===== src/source/dspPkg.sv =====
// ###############################################
// one 16-bit ADC word per 16-cycle frame on sck
// rate window sized for 10 s at a 40 MHz sck
// ###############################################
package dspPkg;

	// ADC framing, one bit per sck cycle
	localparam int frameBits = 16;
	typedef logic [3:0] frameCountT;
	typedef logic [frameBits-1:0] adcWordT;

	// sample is the low 10 bits of the word
	localparam int sampleWidth = 10;
	typedef logic [sampleWidth-1:0] sampleT;

	// symmetric low-pass, coefficients scaled by 1024
	localparam int firTaps = 31;
	localparam int firShift = 10;
	// half filter, last entry is the centre tap
	localparam int firCoefs [firTaps/2+1] = '{
		3, 4, 6, 8, 12, 17, 23, 29, 36, 43, 50, 56, 61, 65, 67, 68
	};
	typedef logic [17:0] firAccT;

	// slope window peak detection
	localparam int slopeWindow = 256;
	typedef logic [7:0] slopeHalfT;
	localparam int peakLeftMax = 60;
	localparam int peakRightMin = 60;
	localparam int peakHoldFrames = 256;
	typedef enum logic {armed, holding} peakStateT;

	// beats per minute from peaks in a 10 s window
	localparam int rateWindowFrames = 25_000_000;
	localparam int ratePerPeak = 6;
	typedef logic [11:0] rateT;

endpackage


===== src/source/ioPkg.sv =====
// ###############################################
// segments are active low, DAC channel and range fixed
// ###############################################
package ioPkg;

	// DAC command: channel, range, then 8 data bits
	localparam int dacWordBits = 11;
	localparam logic [1:0] dacChannel = 2'd0;
	localparam logic dacRange = 1'b0;
	typedef enum logic [1:0] {idle, shifting, latching} dacPhaseT;

	typedef struct packed {
		logic serial;
		logic load;
		logic ldac;
	} dacPinsT;

	// gfedcba, low lights the segment
	typedef logic [6:0] segmentT;
	localparam segmentT segmentPatterns [16] = '{
		7'b100_0000, 7'b111_1001, 7'b010_0100, 7'b011_0000,
		7'b001_1001, 7'b001_0010, 7'b000_0010, 7'b111_1000,
		7'b000_0000, 7'b001_1000, 7'b000_1000, 7'b000_0011,
		7'b010_0111, 7'b010_0001, 7'b000_0110, 7'b000_1110
	};

	typedef struct packed {
		segmentT seven13;
		segmentT seven2;
		logic disp1;
		logic disp3;
	} displayPinsT;

	// sck cycles per multiplex phase
	localparam int displayToggleCycles = 250_000;

endpackage


===== src/source/spiSampleReceiver.sv =====
// ###############################################
// ADC word arrives MSB first, frame aligned to reset
// ###############################################
`timescale 1ns/1ns

module spiSampleReceiver (
	input logic sck,
	input logic reset,
	input logic sdo,
	output dspPkg::sampleT sample,
	output logic sampleStrobe
);
	import dspPkg::*;

	frameCountT frameCount;
	adcWordT shiftReg;
	adcWordT word;
	logic frameEnd;

	// word including the bit arriving on this edge
	assign word = {shiftReg[frameBits-2:0], sdo};
	assign frameEnd = (frameCount == frameCountT'(frameBits - 1));

	// frame position, wraps every 16 cycles
	always_ff @(posedge sck, posedge reset)
		if (reset)
		begin
			frameCount <= '0;
			sampleStrobe <= 1'b0;
		end
		else
		begin
			frameCount <= frameCount + 1'b1;
			// one strobe per frame, the cycle after the last bit
			sampleStrobe <= frameEnd;
		end

	// serial-in register and sample capture
	always_ff @(posedge sck)
	begin
		shiftReg <= word;
		if (frameEnd)
			sample <= word[sampleWidth-1:0];
	end

endmodule


===== src/source/firFilter.sv =====
// ###############################################
// 18-bit accumulator wraps, output is acc >> 10
// ###############################################
`timescale 1ns/1ns

module firFilter (
	input logic sck,
	input logic reset,
	input dspPkg::sampleT sample,
	input logic sampleStrobe,
	output dspPkg::sampleT filtered,
	output logic filterStrobe
);
	import dspPkg::*;

	// 30 older samples, index 0 newest
	sampleT taps [firTaps-1];
	// full 31-tap view once the new sample is in
	sampleT nextTaps [firTaps];
	firAccT acc;

	always_comb
	begin
		nextTaps[0] = sample;
		for (int i = 1; i < firTaps; i++)
			nextTaps[i] = taps[i-1];
	end

	// symmetric sum, pair add first then one multiply per pair
	always_comb
	begin
		acc = '0;
		for (int k = 0; k < firTaps / 2; k++)
			acc = acc + (firAccT'(nextTaps[k]) + firAccT'(nextTaps[firTaps-1-k]))
				* firAccT'(firCoefs[k]);
		// centre tap stands alone
		acc = acc + firAccT'(nextTaps[firTaps/2]) * firAccT'(firCoefs[firTaps/2]);
	end

	always_ff @(posedge sck, posedge reset)
		if (reset)
		begin
			for (int i = 0; i < firTaps - 1; i++)
				taps[i] <= '0;
			filterStrobe <= 1'b0;
		end
		else
		begin
			filterStrobe <= sampleStrobe;
			// delay line advances once per frame
			if (sampleStrobe)
				taps <= nextTaps[0:firTaps-2];
		end

	// scaled result, valid with filterStrobe
	always_ff @(posedge sck)
		if (sampleStrobe)
			filtered <= sampleT'(acc >> firShift);

endmodule


===== src/source/peakDetector.sv =====
// ###############################################
// peak = falling slope after rising, LED holds 256 frames
// ###############################################
`timescale 1ns/1ns

module peakDetector (
	input logic sck,
	input logic reset,
	input dspPkg::sampleT filtered,
	input logic filterStrobe,
	output logic peakPulse,
	output logic peakLed
);
	import dspPkg::*;

	typedef logic [$clog2(peakHoldFrames)-1:0] holdCountT;

	sampleT prevSample;
	logic slopeBit;
	// bit 0 newest, upper half is the older half
	logic [slopeWindow-1:0] window;
	slopeHalfT leftSum;
	slopeHalfT rightSum;
	slopeHalfT leftNext;
	slopeHalfT rightNext;
	peakStateT state;
	holdCountT holdCount;
	logic found;

	// 1 when not rising
	assign slopeBit = (filtered <= prevSample);

	// ones counts after the new bit enters
	assign rightNext = rightSum + slopeHalfT'(slopeBit)
		- slopeHalfT'(window[slopeWindow/2-1]);
	assign leftNext = leftSum + slopeHalfT'(window[slopeWindow/2-1])
		- slopeHalfT'(window[slopeWindow-1]);

	// few falls in the older half, many in the newer half
	assign found = (state == armed) && (leftNext <= slopeHalfT'(peakLeftMax))
		&& (rightNext >= slopeHalfT'(peakRightMin));
	assign peakLed = (state == holding);

	always_ff @(posedge sck, posedge reset)
		if (reset)
		begin
			prevSample <= '0;
			window <= '1;
			leftSum <= slopeHalfT'(slopeWindow / 2);
			rightSum <= slopeHalfT'(slopeWindow / 2);
			state <= armed;
			holdCount <= '0;
			peakPulse <= 1'b0;
		end
		else
		begin
			peakPulse <= filterStrobe && found;
			if (filterStrobe)
			begin
				prevSample <= filtered;
				window <= {window[slopeWindow-2:0], slopeBit};
				leftSum <= leftNext;
				rightSum <= rightNext;
				case (state)
					armed:
						if (found)
						begin
							state <= holding;
							holdCount <= '0;
						end
					holding:
						// counts frames with the LED lit
						if (holdCount == holdCountT'(peakHoldFrames - 1))
							state <= armed;
						else
							holdCount <= holdCount + 1'b1;
					default:
						state <= armed;
				endcase
			end
		end

endmodule


===== src/source/dacSerializer.sv =====
// ###############################################
// 11-bit command MSB first, load low one cycle after
// ###############################################
`timescale 1ns/1ns

module dacSerializer (
	input logic sck,
	input logic reset,
	input dspPkg::sampleT filtered,
	input logic filterStrobe,
	output ioPkg::dacPinsT dacPins
);
	import ioPkg::*;

	dacPhaseT phase;
	logic [dacWordBits-1:0] word;
	logic [dacWordBits-1:0] shiftReg;
	logic [3:0] bitCount;
	logic serialBit;
	logic loadBit;

	// channel, range, low 8 data bits
	assign word = {dacChannel, dacRange, filtered[7:0]};

	always_ff @(posedge sck, posedge reset)
		if (reset)
		begin
			phase <= idle;
			bitCount <= '0;
			serialBit <= 1'b0;
			loadBit <= 1'b1;
		end
		else
			case (phase)
				idle:
					if (filterStrobe)
					begin
						// MSB goes out in the next cycle
						serialBit <= word[dacWordBits-1];
						bitCount <= '0;
						phase <= shifting;
					end
				shifting:
					if (bitCount == 4'(dacWordBits - 1))
					begin
						// all bits out, latch the word
						serialBit <= 1'b0;
						loadBit <= 1'b0;
						phase <= latching;
					end
					else
					begin
						serialBit <= shiftReg[dacWordBits-2];
						bitCount <= bitCount + 1'b1;
					end
				latching:
				begin
					loadBit <= 1'b1;
					phase <= idle;
				end
				default:
					phase <= idle;
			endcase

	always_ff @(posedge sck)
		if (phase == idle && filterStrobe)
			shiftReg <= word;
		else if (phase == shifting)
			shiftReg <= {shiftReg[dacWordBits-2:0], 1'b0};

	// ldac tied low, DAC updates on load
	assign dacPins = '{serial: serialBit, load: loadBit, ldac: 1'b0};

endmodule


===== src/source/rateCounter.sv =====
// ###############################################
// back-to-back windows, rate = peaks * 6, no warm-up
// rate moves two cycles after the window's last strobe
// ###############################################
`timescale 1ns/1ns

module rateCounter #(
	parameter int windowFrames = dspPkg::rateWindowFrames
) (
	input logic sck,
	input logic reset,
	input logic filterStrobe,
	input logic peakPulse,
	output dspPkg::rateT rate
);
	import dspPkg::*;

	typedef logic [$clog2(windowFrames)-1:0] windowCountT;

	windowCountT frameCount;
	rateT peakCount;
	// filterStrobe one cycle late, in step with peakPulse
	logic frameDone;
	logic windowEnd;

	// last frame of the window
	assign windowEnd = frameDone && (frameCount == windowCountT'(windowFrames - 1));

	always_ff @(posedge sck, posedge reset)
		if (reset)
		begin
			frameDone <= 1'b0;
			frameCount <= '0;
			peakCount <= '0;
			rate <= '0;
		end
		else
		begin
			frameDone <= filterStrobe;
			if (windowEnd)
			begin
				// the last frame's own peak still counts
				rate <= rateT'((peakCount + rateT'(peakPulse)) * rateT'(ratePerPeak));
				frameCount <= '0;
				peakCount <= '0;
			end
			else
			begin
				if (frameDone)
					frameCount <= frameCount + 1'b1;
				if (peakPulse)
					peakCount <= peakCount + 1'b1;
			end
		end

endmodule


===== src/source/displayDriver.sv =====
// ###############################################
// rate shown as three hex nibbles on two digits
// ###############################################
`timescale 1ns/1ns

module displayDriver (
	input logic sck,
	input logic reset,
	input dspPkg::rateT rate,
	output ioPkg::displayPinsT displayPins
);
	import ioPkg::*;

	typedef logic [$clog2(displayToggleCycles)-1:0] toggleCountT;

	toggleCountT toggleCount;
	// 0 shows the low nibble, 1 the high nibble
	logic phase;
	logic [3:0] sharedNibble;

	// phase flips every displayToggleCycles cycles
	always_ff @(posedge sck, posedge reset)
		if (reset)
		begin
			toggleCount <= '0;
			phase <= 1'b0;
		end
		else if (toggleCount == toggleCountT'(displayToggleCycles - 1))
		begin
			toggleCount <= '0;
			phase <= ~phase;
		end
		else
			toggleCount <= toggleCount + 1'b1;

	// seven13 is shared by digits 1 and 3
	assign sharedNibble = phase ? rate[11:8] : rate[3:0];

	assign displayPins.seven13 = segmentPatterns[sharedNibble];
	// middle nibble always on its own digit
	assign displayPins.seven2 = segmentPatterns[rate[7:4]];
	assign displayPins.disp1 = phase;
	assign displayPins.disp3 = ~phase;

endmodule


===== src/source/heartRateMonitor.sv =====
// ###############################################
// single clock sck, windowFrames shortens the rate window
// ###############################################
`timescale 1ns/1ns

module heartRateMonitor #(
	parameter int windowFrames = dspPkg::rateWindowFrames
) (
	input logic sck,
	input logic reset,
	input logic sdo,
	output logic peakLed,
	output ioPkg::dacPinsT dacPins,
	output ioPkg::displayPinsT displayPins
);
	import dspPkg::*;

	sampleT sample;
	logic sampleStrobe;
	sampleT filtered;
	logic filterStrobe;
	logic peakPulse;
	rateT rate;

	// ADC frame in, one sample per frame
	spiSampleReceiver receiver (
		.sck(sck),
		.reset(reset),
		.sdo(sdo),
		.sample(sample),
		.sampleStrobe(sampleStrobe)
	);

	firFilter lowPass (
		.sck(sck),
		.reset(reset),
		.sample(sample),
		.sampleStrobe(sampleStrobe),
		.filtered(filtered),
		.filterStrobe(filterStrobe)
	);

	// filtered sample feeds both the DAC and the detector
	dacSerializer dac (
		.sck(sck),
		.reset(reset),
		.filtered(filtered),
		.filterStrobe(filterStrobe),
		.dacPins(dacPins)
	);

	peakDetector peaks (
		.sck(sck),
		.reset(reset),
		.filtered(filtered),
		.filterStrobe(filterStrobe),
		.peakPulse(peakPulse),
		.peakLed(peakLed)
	);

	rateCounter #(
		.windowFrames(windowFrames)
	) rateCount (
		.sck(sck),
		.reset(reset),
		.filterStrobe(filterStrobe),
		.peakPulse(peakPulse),
		.rate(rate)
	);

	displayDriver display (
		.sck(sck),
		.reset(reset),
		.rate(rate),
		.displayPins(displayPins)
	);

endmodule


===== config.mk =====
export PLATFORM = sky130hd
export DESIGN_NAME = heartRateMonitor
export DESIGN_NICKNAME = d
export VERILOG_FILES = /design/src/source/dspPkg.sv /design/src/source/ioPkg.sv /design/src/source/spiSampleReceiver.sv /design/src/source/firFilter.sv /design/src/source/peakDetector.sv /design/src/source/dacSerializer.sv /design/src/source/rateCounter.sv /design/src/source/displayDriver.sv /design/src/source/heartRateMonitor.sv
export SDC_FILE = /design/constraint.sdc
export NUM_CORES = 2
export LEC_CHECK = 0
export ABC_CLOCK_PERIOD_IN_PS = 24700
export BUFFER_PORTS_ARGS = -buffer_cell sky130_fd_sc_hd__buf_2
export CAP_MARGIN = 0
export CELL_PAD_IN_SITES_DETAIL_PLACEMENT = 1
export CELL_PAD_IN_SITES_GLOBAL_PLACEMENT = 1
export CORE_ASPECT_RATIO = 0.75
export CORE_UTILIZATION = 41
export DETAILED_ROUTE_END_ITERATION = 8
export PLACE_DENSITY_LB_ADDON = 0.1
export SLEW_MARGIN = 5
export SYNTH_ARGS = -nofsm -noshare
export SYNTH_HDL_FRONTEND = slang
export SYNTH_SLANG_ARGS = --single-unit

===== constraint.sdc =====
create_clock -name sck -period 24.7 [get_ports sck]
set_input_delay 2.47 -clock sck [delete_from_list [all_inputs] [get_ports sck]]
set_output_delay 2.47 -clock sck [all_outputs]
set_load 0.02 [all_outputs]

==> out/results.ini <==
[pwr]
p_per_area_nw_per_um2=53.3
p_clk_frac=0.433
vdd_drop_max_mv=0.0525
power.share.combinational=0.148
p_leak_nw=26.6
internal_power_w=0.00208
fin_total_pwr_w=0.00286
p_sw_w=0.000787
swShare=0.275
pwr-share-seq=0.420

[setup_path]
slowest_delay_ns=0.59
critPathKind=reg2reg
cp.required_ns=25.14
ff2ff_path_depth=38
r2r_start=lowPass.nextTaps[200]$_DFFE_PP0P_
crit_path_start_kind=flip-flop
startpoint=lowPass.nextTaps[200]$_DFFE_PP0P_
r2r_slack_ns=14.07
critical_path.slowest_cell=fa_1
timing.rr.end=lowPass.filtered[7]$_DFFE_PP_
worst_setup_path_end_kind=flip-flop
crit_top_cell=fa_1
crit_fanout=6
cp_data_arrival_time_ns=11.06

[routing]
drcViolationCount=0
vias=29115
wl_per_cell_um=20.5
drt_iter0_markers=1332
ant_nets=0
routed_wl_um=119000
vias_per_cell=5.02
first_pass_iters=5

[clock_tree]
clock-sinks=708
cts_made_buffers=78
cts_root_buf=clkbuf_16
post_cts_resized=0
hold_buffers=0
cts_setup_buffers=0
cts_max_level=3
clock_latency_ns=0.70
clk_pin_slew_worst_paths_ns=0.06
cts.path.max_buffers=3
cts_tree=built

[timing]
finClkSkew_ns=0.0506
worst_hold_slack_ns=0.351
slew_viol_final=0
max_freq_mhz=94.1
period_needed_ns=10.63
slew_headroom=0.252
rsz0062_at_grt=no
hold_viol=0
setup_viol=0
fin_crit_sh=0.430
tns_ns=0
worst_slew_pin_slew_ns=1.11

[worst_hold_path]
hold_path_depth=0
whs_endpoint=receiver.shiftReg[7]$_DFF_P_
hold_path_class=reg2reg
hold_start=receiver.shiftReg[6]$_DFF_P_

[grt]
grt_max_degree=125
antenna_found_initial=3
grtUsageMet2=0.295
grt_usage=0.207
grt_pass1_wl_um=191000
use_met3=0.0515
overflow=0
grtUsageMet1=0.316
grt_pass1_vias=31490
gr-max-usage-layer=met1

[logic_synthesis]
netlist_area_um2=49100
yosysSeqAreaShare=0.369
synth_cell_types=75
synth_top_flop_cell=dfrtp_1
avgSynthCellArea_um2=11.8
synth_edf_count=26
syn_inst=4148
syn_nets=5035
synth_warnings=0
synth-seq-cells=708
ys_async_sr_fraction=0.948

[floorplan]
die_area_um2=121000
fp-row-count=109
die_h_um=302
start_util=0.415
ios=23
die_x_um=402
core-area_um2=118000

[layout]
n_fill_cell=12457
layout-drive-gt1-share=0.242
fin_nets=5071
layout_commonest_cell=inv_1
syn_to_final_growth_pct=9.48
layout_common_cells=640 x inv_1, 557 x mux2_2, 498 x ha_1

[run_status]
status=finished, final reports clean

[place]
hpwl_um=96300
portBuffers=21
gp_congestion=0.863

[job]
max_cap_viol_count=0

==> metrics by stage <==
stage / utilization / setup WS [ns] / cell area, µm² / instances
floorplan: - / 3.85 / 49100 / 4148
finish: 0.455 / 14.07 / 53800 / 5804
global placement: 0.431 / 14.17 / 51000 / 5658
detailed placement: 0.431 / 14.09 / 51000 / 5658
global route: 0.455 / 13.33 / 53700 / 5803
CTS: 0.455 / 14.05 / 53700 / 5803
==> kinds of logic after synthesis <==
family,Yosys count,synth area share
AO/OA/AOI/OAI,463,0.0606
XOR/XNOR,276,0.0498
adder cells (fa/ha/maj),884,0.284
buffers and inverters,728,0.0562
flip-flops,708,0.369
multiplexers,568,0.130
other,1,0.0000764
AND/OR/NAND/NOR,520,0.0500
==> synthesized netlist by cell type, types with 75 or more instances <==
master | count | share of area
a21oi_1 | 140 | 0.014
dfrtp_1 | 412 | 0.21
clkbuf_1 | 75 | 0.0057
dfstp_2 | 259 | 0.14
o21ai_0 | 114 | 0.012
inv_1 | 641 | 0.049
nor2_1 | 161 | 0.012
ha_1 | 498 | 0.13
xor2_1 | 102 | 0.018
xnor2_1 | 172 | 0.031
fa_1 | 386 | 0.16
nand2_1 | 151 | 0.012
mux2_2 | 557 | 0.13
==> final cells by class <==
type / instances / area [µm²] / share of cell area
Antenna cell: 1 / 2.50 / 0.0000466
Timing Repair Buffer: 42 / 275 / 0.00512
Clock inverter: 36 / 526 / 0.00978
Inverter: 642 / 2420 / 0.0450
Sequential cell: 708 / 18100 / 0.337
Tap cell: 1554 / 1940 / 0.0362
Multi-Input combinational cell: 2712 / 28200 / 0.525
Clock buffer: 109 / 2240 / 0.0417
==> worst max-delay path: cells and delay by family, from the launching register on <==
kind	cells	cell delay (ns)
fa+ha+maj	15	6.71
simple gates	4	0.34
buf+inv	5	0.31
flops	1	0.38
compound gates	11	2.17
xor+xnor	3	0.48
==> power groups by stage <==
stage / sequential (W) / clock [W] / combinational (W)
after global placement: 0.00122 / 0 / 0.000417
after floorplan: 0.00122 / 0 / 0.000317
after global routing: 0.00120 / 0.00133 / 0.000492
after CTS: 0.00120 / 0.00129 / 0.000432
final: 0.00120 / 0.00124 / 0.000422
after detailed placement: 0.00122 / 0 / 0.000429
==> worst max path at each step <==
stage	to	slack [ns]	cells past startpoint
3_5_place_dp	lowPass.filtered[7]$_DFFE_PP_	14.09	38
3_3_place_gp	lowPass.filtered[7]$_DFFE_PP_	14.17	38
5_1_grt	lowPass.filtered[7]$_DFFE_PP_	13.33	38
4_1_cts	lowPass.filtered[7]$_DFFE_PP_	14.05	38
6_report	lowPass.filtered[7]$_DFFE_PP_	14.07	38
2_1_floorplan	dac.bitCount[0]$_DFFE_PP0P_	3.85	1
==> sequential cells by signal, indices dropped and copies added, names as in the netlist, 9 cells and up <==
signal	cells
lowPass.nextTaps	300
peaks.window	256
rateCount.frameCount	25
display.toggleCount	18
rateCount.peakCount	11
rateCount.rate	11
dac.shiftReg	10
receiver.sample	10
receiver.shiftReg	9
==> per-layer routing <==
metal  vias up  wire (µm)
li1      13880          -
met1     14825      61600
met2       299      49000
met3       111       6600
met4         0       2070
met5         -          0
(Power assumes the default switching activity.)
